==> src/pinmux_pkg.sv <==
// Shared constants, register map and bus/PWM structs for the pad controller; import where used
package pinmux_pkg;

  // ------------------------------
  // Sizes
  // ------------------------------
  localparam int NUM_PADS  = 16;
  localparam int PWM_CNT_W = 16;
  localparam int US_CNT_W  = 10;

  // Register bus widths
  localparam int ADDR_W = 8;
  localparam int DATA_W = 32;

  typedef logic [DATA_W-1:0]   word_t;
  typedef logic [NUM_PADS-1:0] pad_vec_t;

  // Bus request from the master in 46 bits
  typedef struct packed {
    logic              cs;
    logic              wr;
    logic [ADDR_W-1:0] addr;
    word_t             wdata;
    logic [3:0]        be;
  } reg_req_t;

  // Bus response with rdata only meaningful during ack
  typedef struct packed {
    word_t rdata;
    logic  ack;
  } reg_rsp_t;

  // One PWM channel config with the low count in the upper half
  typedef struct packed {
    logic [PWM_CNT_W-1:0] low;
    logic [PWM_CNT_W-1:0] high;
  } pwm_cfg_t;

  // Channel output towards the pad mux
  typedef struct packed {
    logic en;
    logic wfm;
  } pwm_drive_t;

  // ------------------------------
  // Register offsets
  // ------------------------------
  localparam logic [ADDR_W-1:0] REG_GPIO_DIR = 8'h00;
  localparam logic [ADDR_W-1:0] REG_GPIO_OUT = 8'h04;
  localparam logic [ADDR_W-1:0] REG_GPIO_IN  = 8'h08;
  localparam logic [ADDR_W-1:0] REG_PWM_ENB  = 8'h0C;
  localparam logic [ADDR_W-1:0] REG_PULSE_US = 8'h10;
  localparam logic [ADDR_W-1:0] REG_PWM_BASE = 8'h20;

  // Divider reset value for 50 clocks per microsecond
  localparam logic [US_CNT_W-1:0] PULSE_US_RST = 10'd49;

endpackage

==> src/pinmux_regs.sv <==
// Register bank on the cs/ack bus; holds GPIO, PWM and divider config and samples the pads
`timescale 1ns/1ps

module pinmux_regs #(
  parameter int NUM_PWM = 6
) (
  input  logic                                  mclk_i,
  input  logic                                  rst_i,
  input  pinmux_pkg::reg_req_t                  req_i,
  output pinmux_pkg::reg_rsp_t                  rsp_o,
  input  pinmux_pkg::pad_vec_t                  io_in_i,
  output pinmux_pkg::pad_vec_t                  gpio_dir_o,
  output pinmux_pkg::pad_vec_t                  gpio_out_o,
  output logic [NUM_PWM-1:0]                    pwm_enb_o,
  output pinmux_pkg::pwm_cfg_t [NUM_PWM-1:0]    pwm_cfg_o,
  output logic [pinmux_pkg::US_CNT_W-1:0]       pulse_us_o,
  output logic                                  pulse_us_wr_o
);
  import pinmux_pkg::*;

  // Bus control
  logic     ack_q;
  logic     acc_en;
  logic     wr_en;
  logic     rd_en;
  word_t    rdata_q;
  word_t    be_mask;
  word_t    rd_word;
  word_t    wr_word;

  // Config and sampled input
  pad_vec_t               gpio_dir_q;
  pad_vec_t               gpio_out_q;
  pad_vec_t               gpio_in_q;
  logic [NUM_PWM-1:0]     pwm_enb_q;
  pwm_cfg_t [NUM_PWM-1:0] pwm_cfg_q;
  logic [US_CNT_W-1:0]    pulse_us_q;
  logic                   pulse_us_wr_q;

  // Channel k sits 4k above the PWM base
  function automatic logic [ADDR_W-1:0] pwm_addr(input int k);
    return ADDR_W'(REG_PWM_BASE + 4 * k);
  endfunction

  // ------------------------------
  // Handshake
  // ------------------------------
  // Only the first sampled cs cycle is an access
  assign acc_en = req_i.cs & ~ack_q;
  assign wr_en  = acc_en & req_i.wr;
  assign rd_en  = acc_en & ~req_i.wr;

  // Ack one edge after cs, blocked right after an ack
  always_ff @(posedge mclk_i) begin
    if (rst_i) begin
      ack_q <= 1'b0;
    end else begin
      ack_q <= acc_en;
    end
  end

  // Byte lane mask
  always_comb begin
    for (int i = 0; i < 4; i++) begin
      be_mask[8*i +: 8] = {8{req_i.be[i]}};
    end
  end

  // ------------------------------
  // Read mux
  // ------------------------------
  always_comb begin
    case (req_i.addr)
      REG_GPIO_DIR: rd_word = {{(DATA_W-NUM_PADS){1'b0}}, gpio_dir_q};
      REG_GPIO_OUT: rd_word = {{(DATA_W-NUM_PADS){1'b0}}, gpio_out_q};
      REG_GPIO_IN:  rd_word = {{(DATA_W-NUM_PADS){1'b0}}, gpio_in_q};
      REG_PWM_ENB:  rd_word = {{(DATA_W-NUM_PWM){1'b0}}, pwm_enb_q};
      REG_PULSE_US: rd_word = {{(DATA_W-US_CNT_W){1'b0}}, pulse_us_q};
      default:      rd_word = '0;
    endcase
    // PWM channel window
    for (int k = 0; k < NUM_PWM; k++) begin
      if (req_i.addr == pwm_addr(k)) begin
        rd_word = pwm_cfg_q[k];
      end
    end
  end

  // Merge of current contents and new bytes
  assign wr_word = (rd_word & ~be_mask) | (req_i.wdata & be_mask);

  // Read data, held while ack is up
  always_ff @(posedge mclk_i) begin
    if (rd_en) begin
      rdata_q <= rd_word;
    end
  end

  // ------------------------------
  // Config writes
  // ------------------------------
  always_ff @(posedge mclk_i) begin
    if (rst_i) begin
      gpio_dir_q    <= '0;
      gpio_out_q    <= '0;
      pwm_enb_q     <= '0;
      pwm_cfg_q     <= '0;
      pulse_us_q    <= PULSE_US_RST;
      pulse_us_wr_q <= 1'b0;
    end else begin
      pulse_us_wr_q <= 1'b0;
      if (wr_en) begin
        case (req_i.addr)
          REG_GPIO_DIR: gpio_dir_q <= wr_word[NUM_PADS-1:0];
          REG_GPIO_OUT: gpio_out_q <= wr_word[NUM_PADS-1:0];
          REG_PWM_ENB:  pwm_enb_q  <= wr_word[NUM_PWM-1:0];
          REG_PULSE_US: begin
            pulse_us_q    <= wr_word[US_CNT_W-1:0];
            // Restart strobe for the timebase
            pulse_us_wr_q <= 1'b1;
          end
          default: begin
          end
        endcase
        for (int k = 0; k < NUM_PWM; k++) begin
          if (req_i.addr == pwm_addr(k)) begin
            pwm_cfg_q[k] <= wr_word;
          end
        end
      end
    end
  end

  // Pad input capture every cycle
  always_ff @(posedge mclk_i) begin
    gpio_in_q <= io_in_i;
  end

  assign rsp_o         = '{rdata: rdata_q, ack: ack_q};
  assign gpio_dir_o    = gpio_dir_q;
  assign gpio_out_o    = gpio_out_q;
  assign pwm_enb_o     = pwm_enb_q;
  assign pwm_cfg_o     = pwm_cfg_q;
  assign pulse_us_o    = pulse_us_q;
  assign pulse_us_wr_o = pulse_us_wr_q;

endmodule

==> src/pinmux_timebase.sv <==
// Microsecond and millisecond tick generator; divider from the register bank, restart on rewrite
`timescale 1ns/1ps

module pinmux_timebase #(
  parameter int TICKS_PER_MS = 1000
) (
  input  logic                            mclk_i,
  input  logic                            rst_i,
  input  logic [pinmux_pkg::US_CNT_W-1:0] pulse_us_i,
  input  logic                            restart_i,
  output logic                            tick_us_o,
  output logic                            tick_ms_o
);
  import pinmux_pkg::*;

  // Guard against a zero width counter
  localparam int MS_CNT_W = (TICKS_PER_MS > 1) ? $clog2(TICKS_PER_MS) : 1;

  logic [US_CNT_W-1:0] us_cnt_q;
  logic [MS_CNT_W-1:0] ms_cnt_q;
  logic                tick_us_q;
  logic                tick_ms_q;

  // Microsecond stage, period of divider+1 clocks
  always_ff @(posedge mclk_i) begin
    if (rst_i || restart_i) begin
      us_cnt_q  <= '0;
      tick_us_q <= 1'b0;
    end else if (us_cnt_q >= pulse_us_i) begin
      // >= also covers a divider lowered mid count
      us_cnt_q  <= '0;
      tick_us_q <= 1'b1;
    end else begin
      us_cnt_q  <= us_cnt_q + 1'b1;
      tick_us_q <= 1'b0;
    end
  end

  // Millisecond stage counts microsecond ticks
  always_ff @(posedge mclk_i) begin
    if (rst_i || restart_i) begin
      ms_cnt_q  <= '0;
      tick_ms_q <= 1'b0;
    end else begin
      tick_ms_q <= 1'b0;
      if (tick_us_q) begin
        if (ms_cnt_q == MS_CNT_W'(TICKS_PER_MS - 1)) begin
          ms_cnt_q  <= '0;
          tick_ms_q <= 1'b1;
        end else begin
          ms_cnt_q <= ms_cnt_q + 1'b1;
        end
      end
    end
  end

  assign tick_us_o = tick_us_q;
  assign tick_ms_o = tick_ms_q;

endmodule

==> src/pwm_channel.sv <==
// One PWM waveform generator stepping on millisecond ticks; instantiated once per channel
`timescale 1ns/1ps

module pwm_channel (
  input  logic                   mclk_i,
  input  logic                   rst_i,
  input  logic                   tick_ms_i,
  input  logic                   enb_i,
  input  pinmux_pkg::pwm_cfg_t   cfg_i,
  output pinmux_pkg::pwm_drive_t drive_o
);
  import pinmux_pkg::*;

  logic                 en_q;
  logic                 run_q;
  logic                 phase_q;
  logic [PWM_CNT_W-1:0] cnt_q;
  logic [PWM_CNT_W-1:0] len;
  logic [PWM_CNT_W-1:0] last_cnt;

  // Length of the current phase in ticks
  assign len = phase_q ? cfg_i.high : cfg_i.low;
  // Zero length behaves as one tick
  assign last_cnt = (len == '0) ? '0 : len - 1'b1;

  always_ff @(posedge mclk_i) begin
    if (rst_i || !enb_i) begin
      en_q    <= 1'b0;
      run_q   <= 1'b0;
      phase_q <= 1'b0;
      cnt_q   <= '0;
    end else begin
      en_q <= 1'b1;
      if (tick_ms_i) begin
        if (!run_q) begin
          // First tick after enable starts the high phase
          run_q   <= 1'b1;
          phase_q <= 1'b1;
          cnt_q   <= '0;
        end else if (cnt_q >= last_cnt) begin
          phase_q <= ~phase_q;
          cnt_q   <= '0;
        end else begin
          cnt_q <= cnt_q + 1'b1;
        end
      end
    end
  end

  // Pad is claimed as soon as en is set, low until first tick
  assign drive_o = '{en: en_q, wfm: phase_q};

endmodule

==> src/pad_mux.sv <==
// Per-pad output select; PWM channel n overrides GPIO on pad n, oen is active low
`timescale 1ns/1ps

module pad_mux #(
  parameter int NUM_PWM = 6
) (
  input  pinmux_pkg::pwm_drive_t [NUM_PWM-1:0] pwm_i,
  input  pinmux_pkg::pad_vec_t                 gpio_dir_i,
  input  pinmux_pkg::pad_vec_t                 gpio_out_i,
  output pinmux_pkg::pad_vec_t                 io_out_o,
  output pinmux_pkg::pad_vec_t                 io_oen_o
);
  import pinmux_pkg::*;

  always_comb begin
    // Undriven pads float, out held low
    io_out_o = '0;
    io_oen_o = '1;

    // ------------------------------
    // GPIO outputs
    // ------------------------------
    for (int n = 0; n < NUM_PADS; n++) begin
      if (gpio_dir_i[n]) begin
        io_out_o[n] = gpio_out_i[n];
        io_oen_o[n] = 1'b0;
      end
    end

    // ------------------------------
    // PWM override
    // ------------------------------
    // Pad n carries channel n, direction bit ignored
    for (int n = 0; n < NUM_PWM; n++) begin
      if (pwm_i[n].en) begin
        io_out_o[n] = pwm_i[n].wfm;
        io_oen_o[n] = 1'b0;
      end
    end
  end

endmodule

==> src/pinmux_top.sv <==
// Pad controller top; register bank, timebase, PWM channels and pad mux wired together
`timescale 1ns/1ps

module pinmux_top #(
  parameter int NUM_PWM      = 6,
  parameter int TICKS_PER_MS = 1000
) (
  input  logic                 mclk_i,
  input  logic                 rst_i,
  input  pinmux_pkg::reg_req_t req_i,
  output pinmux_pkg::reg_rsp_t rsp_o,
  input  pinmux_pkg::pad_vec_t io_in_i,
  output pinmux_pkg::pad_vec_t io_out_o,
  output pinmux_pkg::pad_vec_t io_oen_o,
  output logic                 pulse_1ms_o
);
  import pinmux_pkg::*;

  // Register bank outputs
  pad_vec_t               gpio_dir;
  pad_vec_t               gpio_out;
  logic [NUM_PWM-1:0]     pwm_enb;
  pwm_cfg_t [NUM_PWM-1:0] pwm_cfg;
  logic [US_CNT_W-1:0]    pulse_us;
  logic                   pulse_us_wr;

  // Channel outputs towards the pads
  pwm_drive_t [NUM_PWM-1:0] pwm_drive;

  pinmux_regs #(
    .NUM_PWM (NUM_PWM)
  ) u_regs (
    .mclk_i        (mclk_i),
    .rst_i         (rst_i),
    .req_i         (req_i),
    .rsp_o         (rsp_o),
    .io_in_i       (io_in_i),
    .gpio_dir_o    (gpio_dir),
    .gpio_out_o    (gpio_out),
    .pwm_enb_o     (pwm_enb),
    .pwm_cfg_o     (pwm_cfg),
    .pulse_us_o    (pulse_us),
    .pulse_us_wr_o (pulse_us_wr)
  );

  // Millisecond tick also leaves the block
  pinmux_timebase #(
    .TICKS_PER_MS (TICKS_PER_MS)
  ) u_timebase (
    .mclk_i     (mclk_i),
    .rst_i      (rst_i),
    .pulse_us_i (pulse_us),
    .restart_i  (pulse_us_wr),
    .tick_us_o  (),
    .tick_ms_o  (pulse_1ms_o)
  );

  // ------------------------------
  // PWM channels
  // ------------------------------
  for (genvar k = 0; k < NUM_PWM; k++) begin : g_pwm
    pwm_channel u_pwm (
      .mclk_i    (mclk_i),
      .rst_i     (rst_i),
      .tick_ms_i (pulse_1ms_o),
      .enb_i     (pwm_enb[k]),
      .cfg_i     (pwm_cfg[k]),
      .drive_o   (pwm_drive[k])
    );
  end

  pad_mux #(
    .NUM_PWM (NUM_PWM)
  ) u_pad_mux (
    .pwm_i      (pwm_drive),
    .gpio_dir_i (gpio_dir),
    .gpio_out_i (gpio_out),
    .io_out_o   (io_out_o),
    .io_oen_o   (io_oen_o)
  );

endmodule

==> config.mk <==
export PLATFORM = sky130hd
export DESIGN_NAME = pinmux_top
export DESIGN_NICKNAME = d
export VERILOG_FILES = /design/src/pinmux_pkg.sv /design/src/pinmux_regs.sv /design/src/pinmux_timebase.sv /design/src/pwm_channel.sv /design/src/pad_mux.sv /design/src/pinmux_top.sv
export SDC_FILE = /design/constraint.sdc
export NUM_CORES = 1
export LEC_CHECK = 0
export BUFFER_PORTS_ARGS = -buffer_cell sky130_fd_sc_hd__buf_2
export CAP_MARGIN = 30
export CORE_ASPECT_RATIO = 0.7
export CORE_MARGIN = 10
export CORE_UTILIZATION = 44
export DETAILED_ROUTE_END_ITERATION = 12
export PLACE_DENSITY = 0.63
export SLEW_MARGIN = 30
export SYNTH_ARGS = -nofsm -noshare
export SYNTH_HDL_FRONTEND = slang
export SYNTH_HIERARCHICAL = 1
export SYNTH_SLANG_ARGS = --single-unit
==> constraint.sdc <==
create_clock -name mclk_i -period 7.65 [get_ports mclk_i]
set_input_delay 0.765 -clock mclk_i [delete_from_list [all_inputs] [get_ports mclk_i]]
set_output_delay 0.765 -clock mclk_i [all_outputs]
set_load 0.01 [all_outputs]
# Word level (Yosys, flattened, before mapping)
# Index checks and enable logic that the tools add are counted.
classes:
  eq_ne: 17
  order_cmp: 7
  reduce_logical: 39
  bitwise: 17
  muxes: 97
  addsub: 14
op_table:
  columns: ["operator", "count"]
  rows:
  - ["$mux W16", 24]
  - ["$mux W32", 6]
  - ["$add A16 B1 Y16 const B", 6]
  - ["$ge A16 B16 Y1", 6]
  - ["$logic_not A16 Y1", 6]
  - ["$sub A16 B1 Y16 const B", 6]
  - ["$pmux W16 S5", 1]
  - ["$mux W1", 65]
  - ["$and A32 B32 Y32", 2]
  - ["$eq A8 B6 Y1 const B", 6]
  - ["$not A32 Y32", 1]
  - ["$or A32 B32 Y32", 1]
  - ["$reduce_and A2 Y1", 16]
  - ["$add A10 B1 Y10 const B", 2]
  - ["$eq A8 B4 Y1 const B", 2]
  - ["$ne A2 B2 Y1 const B", 6]
  - ["$eq A10 B10 Y1 const B", 1]
  - ["$ge A10 B10 Y1", 1]
  - ["$mux W10", 1]
  - ["$not A1 Y1", 10]
  - ["$eq A8 B3 Y1 const B", 1]
  - ["$eq A8 B5 Y1 const B", 1]
  - ["$logic_not A8 Y1", 1]
  - ["$logic_or A1 B1 Y1", 7]
  - ["3 further kinds", 12]
totals:
  out_inout_bits: 66
  ff_bits: 426
  word_cells: 239

# Logic depth before layout (Yosys ltp)
logic_depth:
  ltp_word: 10
  ltp_mapped: 18

# By module
# Netlist, hierarchy kept.
by_module_without_submodules:
  columns: ["module", "area_per_inst_um2", "seq_area_each_um2", "n_inst", "cells_each"]
  rows:
  - ["pinmux_regs", 12962.4, 6125.9, 1, 1395]
  - ["pwm_channel at g_pwm[1].u_pwm ...", 1876.8, 380.4, 3, 226]
  - ["pwm_channel at g_pwm[5].u_pwm", 1905.6, 380.4, 1, 234]
  - ["pwm_channel at g_pwm[0].u_pwm", 1874.3, 380.4, 1, 228]
  - ["pwm_channel at g_pwm[4].u_pwm", 1831.8, 380.4, 1, 221]
  - ["pinmux_timebase", 1184.9, 440.4, 1, 130]
  - ["pad_mux", 197.7, 0.0, 1, 44]

# Worst setup path before layout
# No wires, ideal clock.
synth_timing:
  kind: "flip-flop to flip-flop"
  from: "register g_pwm[1].u_pwm.phase_q"
  to: "register g_pwm[1].u_pwm.cnt_q[0]"
  path_slack_ns: 3.273
  period_less_slack_ns: 4.377
  arrival_time_ns: 4.245
  n_path_buf: 5
  path_stages_with_launch: 18
  path_cell_list: "dfxtp_1 -> buf_6 -> clkbuf_8 -> buf_2 -> buf_1 -> mux2i_1 -> ha_1 -> a21boi_0 -> a21boi_0 -> xnor2_1 -> nand2_1 -> ha_1 -> nand2_1 -> or4_1 -> o32a_1 -> a21boi_1 -> buf_2 -> nor3_1"
synth_between:
  elab_chain_len: 6
  elab_cells_between_ends: 7
  classes_between: "1 x add/sub; 1 x order compare; 4 x mux; 1 x reduce/logical"
synth_rtl:
  columns: ["item", "line_no", "rtl"]
  rows:
  - ["from (decl)", "pwm_channel.sv:16", "logic phase_q;"]
  - ["from (signal assigned)", "pwm_channel.sv:41", "phase_q <= ~phase_q;"]
  - ["$mux W16 *", "pwm_channel.sv:22", "assign len = phase_q ? cfg_i.high : cfg_i.low;"]
  - ["$sub A16 B1 Y16 / $logic_not A16 Y1 (equally long branches)", "pwm_channel.sv:24", "assign last_cnt = (len == '0) ? '0 : len - 1'b1;"]
  - ["$mux W16 *", "pwm_channel.sv:24", null]
  - ["$ge A16 B16 Y1 *", "pwm_channel.sv:40", "end else if (cnt_q >= last_cnt) begin"]
  - ["$mux W16 *", "pwm_channel.sv:40", null]
  - ["$mux W16 *", "pwm_channel.sv:35", "if (!run_q) begin"]
  - ["to (signal assigned)", "pwm_channel.sv:44", "cnt_q <= cnt_q + 1'b1;"]
  - ["to (decl)", "pwm_channel.sv:17", "logic [PWM_CNT_W-1:0] cnt_q;"]
# Every way passes the cells marked *; elsewhere a longest branch is shown, timed or not.
# A chain may end at the register's enable or synchronous reset.

# Final worst setup path
layout_timing:
  from: "register g_pwm[1].u_pwm.phase_q"
  to: "register g_pwm[1].u_pwm.cnt_q[15]"
# Same word-level chain as after synthesis.

==> reports/qor.txt <==
Setup slack after layout -> 2428 ps
RSZ-0062 raised after global routing -> no
Syn Nets -> 3120
Setup crit end kind -> register
Die area -> 68350 um2
RD Place Congestion -> 1.031
Place WS -> 2528 ps
Via Count -> 23540
FF+latch count, synth -> 426
Vias per inst -> 6.314
Layout cells sized above 1 -> 13.16%
Status -> finished clean
Setup clock skew after layout -> 31.42 ps
Routed met2 length -> 37210 um
Top Metal Used -> met5
Top_reg_cell synth -> dfxtp_1
P_leak -> 9.849 nW
Clock Latency Late Sink -> 600 ps
Die X-Extent -> 308.2 um
N_diodes -> 0
Rel. slew slack -> 28.23%
Critical path type -> reg2reg
Routed WL -> 93230 um
Total congestion overflow -> 0
Ports -> 130
H-Tree Depth -> 2
Max-slew violations -> 0
Arr. time, crit path -> 5650 ps
Final period utilization -> 68.26%
Die H -> 221.8 um
Initial antenna violation count -> 5
WL per Instance -> 25.01 um
PortBufs -> 129
Antenna-violating nets left -> 0
Actual slew at the worst max-slew pin -> 1047 ps
Mapped Avg Cell Area -> 8.733 um2
R2R cell count -> 12
Yosys cell types -> 112
Site Rows -> 73
CTS tree -> done
Synth warn -> 6
Drc violations -> 0
Vias in the first global route -> 21850
Max VDD drop -> 0.0001570 V
TNS Setup -> 0 ps
Post-CTS setup buffer count -> 0
WP data required -> 8070 ps
Post-CTS Hold Fix Bufs -> 0
Crit path launch type -> register
Period minus WS final -> 5222 ps
# clock sinks -> 426
Clock Tree Root -> clkbuf_16
HPWL Detailed -> 71040 um
EDFF count, synth -> 32
Met3 WL -> 11150 um
All-Layer GR Usage -> 25.99%
DR iter-0 viols -> 2767
Setup violators final -> 0
Pwr Density -> 173.1 nW/um2
Largest net degree at the start of global routing -> 90
Syn-to-layout area delta -> 9.452%
WHS Path Cells -> 1
Synth Instances -> 2930
First-pass GRT wire length -> 138700 um
FMAX -> 191.5 MHz
Worst Hold Class -> in2reg
Clock tree buffer depth -> 3
Initial Utilization -> 44.75%
CP Max Fanout -> 35
PostCTS Resize Cnt -> 0
Post-Synthesis Cell Area -> 25590 um2
Clk pin slew, worst setup/hold paths -> 70 ps
Core area -> 57180 um2
Ys async rst share -> 0%
Final hold violation count -> 0
Register area share after synthesis -> 34.58%
DR pass1 iterations -> 7
MaxCap Viol Count -> 0
CTS buffer count -> 46
Metal1 wirelength -> 42890 um
Final net count -> 3131
## cells in the final DEF (no fill, tap or decap), drive strengths merged, types with 81 or more instances in the layout
cell / instances
dfxtp: 394
nor2: 260
nand2: 240
o21ai: 161
buf: 157
a21oi: 151
nor3: 151
nand3: 135
a211oi: 129
ha: 126
mux2i: 104
xnor2: 82
xor2: 81
## worst max-delay path, stage by stage, from the launching register on
cell      delay [ps]
dfxtp_1          420
buf_4            390
or3b_4           440
a222oi_1         700
nand4b_1         690
nor2b_1          340
mux2i_1          140
ha_1             170
nand4_1          140
or4_1            550
o32a_1           350
a21boi_2         580
nor3_1           120
## final timing paths
path | to | from | slack [ps]
setup / recovery | g_pwm[1].u_pwm/cnt_q[15] | g_pwm[1].u_pwm/phase_q | 2430
hold / removal | u_regs/gpio_in_q[6] | io_in_i[6] | 270
setup reg to reg | g_pwm[1].u_pwm/cnt_q[15] | g_pwm[1].u_pwm/phase_q | 2430
hold reg to reg | u_regs/gpio_out_o[4] | u_regs/gpio_out_o[4] | 490
## flip-flops by register name (all words and copies together) (netlist names)
signal	count
g_pwm.u_pwm/run_q	6
u_timebase/ms_cnt_q	10
g_pwm.u_pwm/en_q	6
g_pwm.u_pwm/phase_q	6
u_timebase/us_cnt_q	10
u_regs/pwm_enb_o	6
g_pwm.u_pwm/cnt_q	96
u_regs/ack_q	1
u_regs/pulse_us_wr_o	1
u_timebase/tick_ms_o	1
u_regs/pulse_us_o	10
u_regs/gpio_dir_o	16
u_regs/pwm_cfg_o	192
u_regs/gpio_in_q	16
u_regs/rdata_q	32
u_timebase/tick_us_o	1
u_regs/gpio_out_o	16
## power by group
group | switching, W | internal (W)
Sequential | 0.00000724 | 0.00226
Clock | 0.000978 | 0.00133
Combinational | 0.000202 | 0.0000803
Total | 0.00119 | 0.00366
## kinds of logic (layout without fill, tap and decap cells)
| group | after synthesis | after routing | synth area share [%] |
|---|---|---|---|
| mux | 166 | 166 | 7.428 |
| compound gates | 688 | 688 | 18.75 |
| fa+ha+maj | 126 | 126 | 6.161 |
| xor+xnor | 163 | 163 | 5.579 |
| buf+inv | 246 | 294 | 4.680 |
| flops | 426 | 426 | 34.58 |
| simple gates | 1115 | 1115 | 22.82 |
## cells in the mapped netlist (all sizes together), types with 10 or more instances
library cell | instances | area [um2]
a2111oi | 13 | 220.2
a211oi | 129 | 988.4
a21boi | 13 | 108.9
a21o | 15 | 113.9
a21oi | 151 | 774.5
a22oi | 24 | 185.2
and2 | 20 | 125.1
and3 | 35 | 219.0
and4 | 19 | 166.4
buf | 91 | 585.6
clkbuf | 103 | 416.7
dfxtp | 394 | 7888
edfxtp | 32 | 960.9
ha | 126 | 1577
inv | 51 | 191.4
mux2 | 49 | 555.5
mux2i | 104 | 1052
mux4 | 13 | 292.8
nand2 | 240 | 905.9
nand2b | 39 | 244.0
nand3 | 135 | 680.7
nand4 | 49 | 306.5
nor2 | 260 | 1023
nor2b | 13 | 81.33
nor3 | 151 | 803.3
nor3b | 24 | 215.2
nor4 | 11 | 102.6
o2111ai | 14 | 122.6
o211ai | 27 | 217.7
o21a | 17 | 127.6
o21ai | 161 | 805.8
o22ai | 16 | 106.4
o311ai | 10 | 105.1
o32a | 10 | 100.1
or3 | 54 | 365.3
or3b | 25 | 226.5
or4 | 17 | 138.9
xnor2 | 82 | 718.2
xor2 | 81 | 709.4
## final cells by class
class	count	area (um2)
Tap cell	750	938.4
Inverter	52	195.2
Fill cell	5433	29170
Clock buffer	71	1398
Sequential cell	426	8850
Timing Repair Buffer	157	895.9
Multi-Input combinational cell	2258	15600
Clock inverter	14	132.6
## stage by stage
step	hold slack, ps	instance area (um2)	instances	utilization, %	total power (W)
global route	252.9	28010	3728	48.98	0.004985
CTS	245.6	27990	3727	48.95	0.004867
detailed placement	476.4	26460	3642	46.27	0.002582
finish	271.1	28010	3728	48.98	0.004849
global placement	463.9	26410	3641	46.19	0.002576
floorplan	445.3	25590	2930	-	0.002479
## layer usage
layer | global-route usage [%] | vias to the layer above
met3 | 7.479 | 154
met2 | 36.25 | 1137
li1 | - | 10820
met5 | 0 | -
met4 | 5.578 | 8
met1 | 38.58 | 11420
Note: power is estimated with default switching activity, not from simulation.
